==> config.mk <==
export PLATFORM = sky130hd
export DESIGN_NAME = ion_sensor_top
export DESIGN_NICKNAME = d
export VERILOG_FILES = /design/src/ion_packet_pkg.sv /design/src/ion_control_pkg.sv /design/src/sample_timer.sv /design/src/packet_sequencer.sv /design/src/packet_rom.sv /design/src/ion_sensor_top.sv
export SDC_FILE = /design/constraint.sdc
export NUM_CORES = 1
export LEC_CHECK = 0
export BUFFER_PORTS_ARGS = -buffer_cell sky130_fd_sc_hd__clkbuf_2
export CORE_MARGIN = 1
export CORE_UTILIZATION = 40
export CTS_BUF_LIST = sky130_fd_sc_hd__clkbuf_8
export DETAILED_ROUTE_END_ITERATION = 10
export PLACE_DENSITY_LB_ADDON = 0.1
export SLEW_MARGIN = 40
export SYNTH_ARGS = -nofsm -noshare
export SYNTH_HDL_FRONTEND = slang
export SYNTH_SLANG_ARGS = --single-unit
==> constraint.sdc <==
create_clock -name clock -period 1.8 [get_ports clock]
set_input_delay 0.54 -clock clock [delete_from_list [all_inputs] [get_ports clock]]
set_output_delay 0.54 -clock clock [all_outputs]
set_load 0.1 [all_outputs]
==> src/ion_packet_pkg.sv <==
// Sensor packet layout, fixed field values and recorded table depth.

package ion_packet_pkg;

	// Packet fields listed from the most significant bit down.
	// The header sits in the lowest seven bits on the wire.
	typedef struct packed {
		logic [23:0] sensor_id;
		logic [5:0]  channel;
		logic [15:0] reading;
		logic [7:0]  tag_low;
		logic [7:0]  tag_high;
		logic [15:0] timestamp;
		logic [7:0]  gain;
		logic [7:0]  ion_level;
		logic [7:0]  marker;
		logic        polarity;
		logic [6:0]  header;
	} ion_packet_t;

	// Fields that carry the same value in every recorded sample.
	localparam logic [6:0]  HEADER_VALUE    = 7'd77;
	localparam logic [7:0]  MARKER_VALUE    = 8'd255;
	localparam logic [7:0]  TAG_HIGH_VALUE  = 8'd239;
	localparam logic [7:0]  TAG_LOW_VALUE   = 8'd17;
	localparam logic [5:0]  CHANNEL_VALUE   = 6'd1;
	localparam logic [23:0] SENSOR_ID_VALUE = 24'd4272433;

	// Number of recorded samples kept in the packet table.
	localparam int unsigned TABLE_DEPTH = 16;

endpackage

==> src/ion_control_pkg.sv <==
// Sequencer state encoding, sample interval and counter widths.

package ion_control_pkg;

	typedef enum logic [1:0] {
		STATE_START = 2'b00,
		STATE_IDLE  = 2'b01,
		STATE_READ  = 2'b10,
		STATE_SEND  = 2'b11
	} seq_state_t;

	// Idle cycles between two samples.
	localparam int unsigned SAMPLE_INTERVAL = 8;

	// Wide enough to hold the table depth itself, which marks the end of the table.
	localparam int unsigned INDEX_WIDTH = 5;

	typedef logic [INDEX_WIDTH-1:0] table_index_t;

	localparam int unsigned TIMER_WIDTH = 16;

endpackage

==> src/sample_timer.sv <==
// Idle cycle counter that flags the last cycle of a sample interval.

`timescale 1ns/1ns

module sample_timer
	import ion_control_pkg::*;
(
	input  logic clock,
	input  logic resetn,
	input  logic counting,
	input  logic read_strobe,
	output logic interval_done
);

	logic [TIMER_WIDTH-1:0] idle_count;

	// The read cycle clears the count so the next idle period starts from zero.
	always_ff @(posedge clock or negedge resetn)
	begin
		if (!resetn)
		begin
			idle_count <= '0;
		end
		else if (read_strobe)
		begin
			idle_count <= '0;
		end
		else if (counting)
		begin
			idle_count <= idle_count + 1'b1;
		end
	end

	assign interval_done = (idle_count == TIMER_WIDTH'(SAMPLE_INTERVAL - 1));

endmodule

==> src/packet_sequencer.sv <==
// Start, idle, read and send FSM with the table index it walks through.

`timescale 1ns/1ns

module packet_sequencer
	import ion_packet_pkg::*;
	import ion_control_pkg::*;
(
	input  logic         clock,
	input  logic         resetn,
	input  logic         interval_done,
	output logic         counting,
	output logic         read_strobe,
	output table_index_t read_index,
	output logic         packet_valid
);

	seq_state_t state;
	seq_state_t next_state;

	always_comb
	begin
		case (state)
			STATE_START:
			begin
				next_state = STATE_IDLE;
			end
			STATE_IDLE:
			begin
				next_state = interval_done ? STATE_READ : STATE_IDLE;
			end
			STATE_READ:
			begin
				next_state = STATE_SEND;
			end
			STATE_SEND:
			begin
				next_state = STATE_IDLE;
			end
			default:
			begin
				next_state = STATE_START;
			end
		endcase
	end

	always_ff @(posedge clock or negedge resetn)
	begin
		if (!resetn)
		begin
			state <= STATE_START;
		end
		else
		begin
			state <= next_state;
		end
	end

	// Step to the next entry once the current one has been sent.
	// The index stops at the table depth, past the last recorded sample.
	always_ff @(posedge clock or negedge resetn)
	begin
		if (!resetn)
		begin
			read_index <= '0;
		end
		else if (state == STATE_SEND && read_index != table_index_t'(TABLE_DEPTH))
		begin
			read_index <= read_index + 1'b1;
		end
	end

	assign counting     = (state == STATE_IDLE);
	assign read_strobe  = (state == STATE_READ);
	assign packet_valid = (state == STATE_SEND);

endmodule

==> src/packet_rom.sv <==
// Recorded ion samples and the registered packet built from them.

`timescale 1ns/1ns

module packet_rom
	import ion_packet_pkg::*;
	import ion_control_pkg::*;
(
	input  logic         clock,
	input  logic         resetn,
	input  logic         read_strobe,
	input  table_index_t read_index,
	output ion_packet_t  packet
);

	// Only the fields that differ between samples are stored.
	typedef struct packed {
		logic        polarity;
		logic [7:0]  ion_level;
		logic [7:0]  gain;
		logic [15:0] timestamp;
		logic [15:0] reading;
	} sample_t;

	localparam sample_t SAMPLE_TABLE [TABLE_DEPTH] = '{
		'{polarity: 1'b0, ion_level: 8'd177, gain: 8'd100,
		  timestamp: 16'd881, reading: 16'd56110},
		'{polarity: 1'b1, ion_level: 8'd176, gain: 8'd100,
		  timestamp: 16'd925, reading: 16'd3791},
		'{polarity: 1'b0, ion_level: 8'd177, gain: 8'd100,
		  timestamp: 16'd962, reading: 16'd63275},
		'{polarity: 1'b1, ion_level: 8'd177, gain: 8'd100,
		  timestamp: 16'd1011, reading: 16'd24574},
		'{polarity: 1'b1, ion_level: 8'd185, gain: 8'd100,
		  timestamp: 16'd1045, reading: 16'd40019},
		'{polarity: 1'b1, ion_level: 8'd186, gain: 8'd100,
		  timestamp: 16'd1094, reading: 16'd50527},
		'{polarity: 1'b0, ion_level: 8'd177, gain: 8'd100,
		  timestamp: 16'd1136, reading: 16'd60177},
		'{polarity: 1'b0, ion_level: 8'd178, gain: 8'd100,
		  timestamp: 16'd1178, reading: 16'd47222},
		'{polarity: 1'b0, ion_level: 8'd177, gain: 8'd100,
		  timestamp: 16'd1220, reading: 16'd42756},
		'{polarity: 1'b0, ion_level: 8'd177, gain: 8'd100,
		  timestamp: 16'd1262, reading: 16'd61961},
		'{polarity: 1'b0, ion_level: 8'd183, gain: 8'd100,
		  timestamp: 16'd1304, reading: 16'd7993},
		'{polarity: 1'b0, ion_level: 8'd178, gain: 8'd100,
		  timestamp: 16'd1346, reading: 16'd17675},
		'{polarity: 1'b0, ion_level: 8'd178, gain: 8'd100,
		  timestamp: 16'd1380, reading: 16'd57473},
		'{polarity: 1'b0, ion_level: 8'd177, gain: 8'd100,
		  timestamp: 16'd1430, reading: 16'd53224},
		'{polarity: 1'b0, ion_level: 8'd178, gain: 8'd100,
		  timestamp: 16'd1472, reading: 16'd61195},
		'{polarity: 1'b1, ion_level: 8'd185, gain: 8'd100,
		  timestamp: 16'd1514, reading: 16'd46996}
	};

	logic [$clog2(TABLE_DEPTH)-1:0] rom_addr;
	logic                           in_range;
	sample_t                        entry;
	ion_packet_t                    next_packet;

	assign rom_addr = read_index[$clog2(TABLE_DEPTH)-1:0];
	assign in_range = (read_index < table_index_t'(TABLE_DEPTH));
	assign entry    = SAMPLE_TABLE[rom_addr];

	always_comb
	begin
		next_packet.sensor_id = SENSOR_ID_VALUE;
		next_packet.channel   = CHANNEL_VALUE;
		next_packet.reading   = entry.reading;
		next_packet.tag_low   = TAG_LOW_VALUE;
		next_packet.tag_high  = TAG_HIGH_VALUE;
		next_packet.timestamp = entry.timestamp;
		next_packet.gain      = entry.gain;
		next_packet.ion_level = entry.ion_level;
		next_packet.marker    = MARKER_VALUE;
		next_packet.polarity  = entry.polarity;
		next_packet.header    = HEADER_VALUE;
	end

	// Past the last sample the sensor reports an empty packet.
	always_ff @(posedge clock or negedge resetn)
	begin
		if (!resetn)
		begin
			packet <= '0;
		end
		else if (read_strobe)
		begin
			packet <= in_range ? next_packet : '0;
		end
	end

endmodule

==> src/ion_sensor_top.sv <==
// Ion sensor replay top level with timer, sequencer and packet table.

`timescale 1ns/1ns

module ion_sensor_top
	import ion_packet_pkg::*;
	import ion_control_pkg::*;
(
	input  logic        clock,
	input  logic        resetn,
	output ion_packet_t packet,
	output logic        packet_valid
);

	logic         interval_done;
	logic         counting;
	logic         read_strobe;
	table_index_t read_index;

	sample_timer sample_timer_inst (
		.clock         (clock),
		.resetn        (resetn),
		.counting      (counting),
		.read_strobe   (read_strobe),
		.interval_done (interval_done)
	);

	packet_sequencer packet_sequencer_inst (
		.clock         (clock),
		.resetn        (resetn),
		.interval_done (interval_done),
		.counting      (counting),
		.read_strobe   (read_strobe),
		.read_index    (read_index),
		.packet_valid  (packet_valid)
	);

	// The packet is loaded during read, one cycle ahead of the valid strobe.
	packet_rom packet_rom_inst (
		.clock       (clock),
		.resetn      (resetn),
		.read_strobe (read_strobe),
		.read_index  (read_index),
		.packet      (packet)
	);

endmodule

==> impl_metrics.csv <==
group,metric,value,unit
place,place_congestion,0.8307,
power_and_ir_drop,p_switching,0.8289,mW
drt,wirelength,8043,um
setup_path,critPathLaunchType,"flop",
yosys,synth_top_area_frac,0.3826,
setup_path,crit_fanout,17,
yosys,syn_inst,398,
timing,fmax,0.5653,GHz
timing,tightest_slew,557.4,ps
setup_path,worst-r2r-setup-slack,100,ps
timing,slew_headroom,0.6300,
yosys,yosysTopAreaCell,"dfrtp_1",
floorplan,die_h,97.69,um
floorplan,row_count,34,
finish,fin_cells,557,
timing,fin_crit_sh,0.9827,
yosys,netlist_area,0.003662,mm2
place,portBuffers,70,
yosys,synth.distinct_cells,55,
finish,drive_above_1_share,0.2895,
setup_path,cp_cell_sequence,"buf_12, buf_12",
grt,grt_use_total,0.1737,
yosys,ys_dominant_reg_cell,"dfrtp_1",
grt,grt_max_degree,57,
finish,synthToLayoutAreaGrowth,25.79,%
setup_path,crit_type,"flop to primary output",
clock_tree,cts.sinks,56,
finish,seqCellArea,0.001406,mm2
setup_path,critPathCaptureType,"primary output",
power_and_ir_drop,p_per_area,513.1,mW/mm2
floorplan,core-area,0.008806,mm2
timing,setup_viol,0,
grt,overflow,0,
power_and_ir_drop,max-vdd-ir-drop,0.2743,mV
yosys,synth-edff-count,0,
drt,vias_per_cell,5.154,
flow_run,cap_violations,0,
setup_path,cp.required,1260,ps
clock_tree,h-tree-depth,2,
clock_tree,tritoncts,"yes",
place,dpl.cell_count,547,
drt,wl_per_cell,14.44,um
setup_path,arrival,1230,ps
finish,fill_cells,814,
yosys,synthTopCellsByArea,"dfrtp_1, buf_4, ha_1, o2bb2ai_1, nor2_1",
clock_tree,cts_hold_buffers,0,
power_and_ir_drop,power.share.combinational,0.173,
floorplan,die_w,97.69,um
timing,tns,0,ps
finish,multi_input_area,0.001688,mm2
floorplan,ioPinCount,113,
place,hpwlAfterDp,5940,um
timing,maxSlewViolCount,0,
setup_path,r2r-end,"sample_timer_inst.idle_count[15]",
yosys,synth.avg_cell_area,9.202,um2
floorplan,dieArea,0.009542,mm2
floorplan,start_util,0.4159,
grt,grt_pass1_wl,13460,um
setup_path,r2r-start,"packet_sequencer_inst.state[0]",
drt,route.vias.total,2871,
finish,final_nets,463,
yosys,ys_seq_area_frac,0.3826,
drt,first_pass_iters,7,
setup_path,path_buf_inv,2,
grt,grt_pass1_vias,2639,
drt,drc,36,
power_and_ir_drop,sw_frac_of_total,0.3506,
grt,antenna_found_initial,0,
power_and_ir_drop,p_int,1.535,mW
yosys,synthArstFlopShare,1.000,
clock_tree,cts.clk_slew.worst_paths,110,ps
outcome,violations,"design-rule violations",
yosys,synth_warnings,0,
power_and_ir_drop,p_seq_frac,0.532,
timing,hold_viol_final,0,
power_and_ir_drop,p_leak,2.148,nW
finish,num_antenna_cells,0,
setup_path,cpLargestDelayFamily,"flip-flops",
clock_tree,numCtsBuffers,5,
timing,skew,11.51,ps
setup_path,slowest_stage,"dfrtp_4",
outcome,status,"finished with violations",
timing,period_minus_slack,1769,ps
power_and_ir_drop,p_clk_frac,0.295,
clock_tree,cts_buffer_depth,2,
yosys,synth.ff_latch_count,56,
drt,ant_nets,0,
min_path,hold_class,"primary input to asynchronous set/reset pin",
setup_path,slowest_delay,520,ps
drt,drt_first_iter_violations,178,
clock_tree,root_buffer,"clkbuf_8",
setup_path,crit_top_cell,"buf_12",
clock_tree,clk_latency,320,ps
setup_path,reg2reg_depth,6,
timing,rsz0062_at_grt,"true",
[Yosys cell counts, types with 2 or more instances]
cell,count
buf_4,78
dfrtp_1,56
nor2_1,29
a21oi_1,19
o21ai_0,18
nand2_1,17
o2bb2ai_1,15
ha_1,13
inv_1,13
clkbuf_1,11
nand3_1,9
buf_2,8
nand4_1,8
a21o_1,7
nand2b_1,7
nor3_1,7
xor2_1,7
a211oi_1,6
mux2_2,6
mux2i_1,6
and2_1,4
nor2b_1,4
nor4_1,4
xnor2_1,4
buf_1,3
o32ai_1,3
or3_1,3
and3_1,2
and4_1,2
clkinv_1,2
nor3b_1,2
o31ai_1,2
[worst max-delay path by stage]
stage	start	to	slack (ps)	depth (start not counted)
6_report	packet_rom_inst.packet[21]	packet[99]	30	2
5_1_grt	packet_sequencer_inst.state[1]	packet_valid	-30	2
4_1_cts	packet_rom_inst.packet[21]	packet[99]	20	2
3_5_place_dp	packet_sequencer_inst.read_index[1]	packet_rom_inst.packet[65]	70	6
3_3_place_gp	packet_sequencer_inst.read_index[0]	packet_rom_inst.packet[65]	90	6
2_1_floorplan	packet_sequencer_inst.read_index[0]	packet_rom_inst.packet[79]	5	8
[power by group through the flow]
stage	clock network, mW	logic [mW]	registers (mW)
2_1_floorplan	0	0.450	1.28
3_3_place_gp	0	0.410	1.28
3_5_place_dp	0	0.411	1.28
4_1_cts	0.725	0.411	1.26
5_1_grt	0.762	0.421	1.26
6_report	0.697	0.410	1.26
[kinds of logic after synthesis]
group,after synthesis,synth area share
flip-flops,56,0.3826
other,1,0.001024
AO/OA/AOI/OAI,84,0.1568
adder cells (fa/ha/maj),13,0.04442
XOR/XNOR,11,0.02631
multiplexers,12,0.03485
AND/OR/NAND/NOR,104,0.1493
buffers and inverters,117,0.2046
[metrics by stage]
step	setup slack (ps)	cell area, um2	util	power (mW)	hold slack (ps)
2_1_floorplan	4.835	3834	-	1.732	244.4
3_3_place_gp	94.06	4479	0.5087	1.692	466.5
3_5_place_dp	66.17	4479	0.5087	1.693	471.5
4_1_cts	22.46	4574	0.5195	2.393	220.7
5_1_grt	-29.43	4607	0.5232	2.440	239.7
6_report	31.08	4607	0.5232	2.364	196.8
[sequential cells by signal, summed over array words and instances, names as in the netlist]
register	flops
packet_rom_inst.packet	33
packet_sequencer_inst.read_index	5
packet_sequencer_inst.state	2
sample_timer_inst.idle_count	16
[layout make-up]
type | instances | area share
clock inverter | 3 | 0.004074
clock buffer | 5 | 0.01494
sequential | 56 | 0.3053
inverter | 16 | 0.01385
multi-input combinational | 266 | 0.3664
timing repair buffer | 103 | 0.2662
tap | 108 | 0.02933
[cell usage in the layout (no fill, tap or decap), types with 2 or more instances in the layout]
master,count
buf_4,32
a211oi_1,6
nand2b_1,7
o31ai_1,2
dfrtp_1,54
clkbuf_2,29
xor2_1,7
o32ai_1,3
o21ai_0,18
and4_1,2
nor4_1,4
nand4_1,8
xnor2_1,4
a21o_1,7
nand3_1,9
and3_1,2
or3_1,3
ha_2,2
clkinv_2,2
inv_1,13
nor2b_1,4
nand2_1,17
conb_1,42
ha_1,11
o2bb2ai_1,15
buf_12,42
nor3_1,7
mux2i_1,6
mux2_2,6
nor2_1,29
a21oi_1,18
clkbuf_8,5
and2_1,4
[repair_timing]
action	in CTS	in global routing
buffers inserted	1	1
pin swaps	0	1
resized for setup	0	8
endpoints found under the setup margin	31	24
[metal layers]
metal	wire (um)	global-route usage	vias up
met5	0	0	-
met4	95	0.04312	0
met3	498	0.02878	10
met2	3625	0.2788	119
met1	3823	0.2434	1382
li1	-	-	1360
Power figures use the tool's default switching activity.
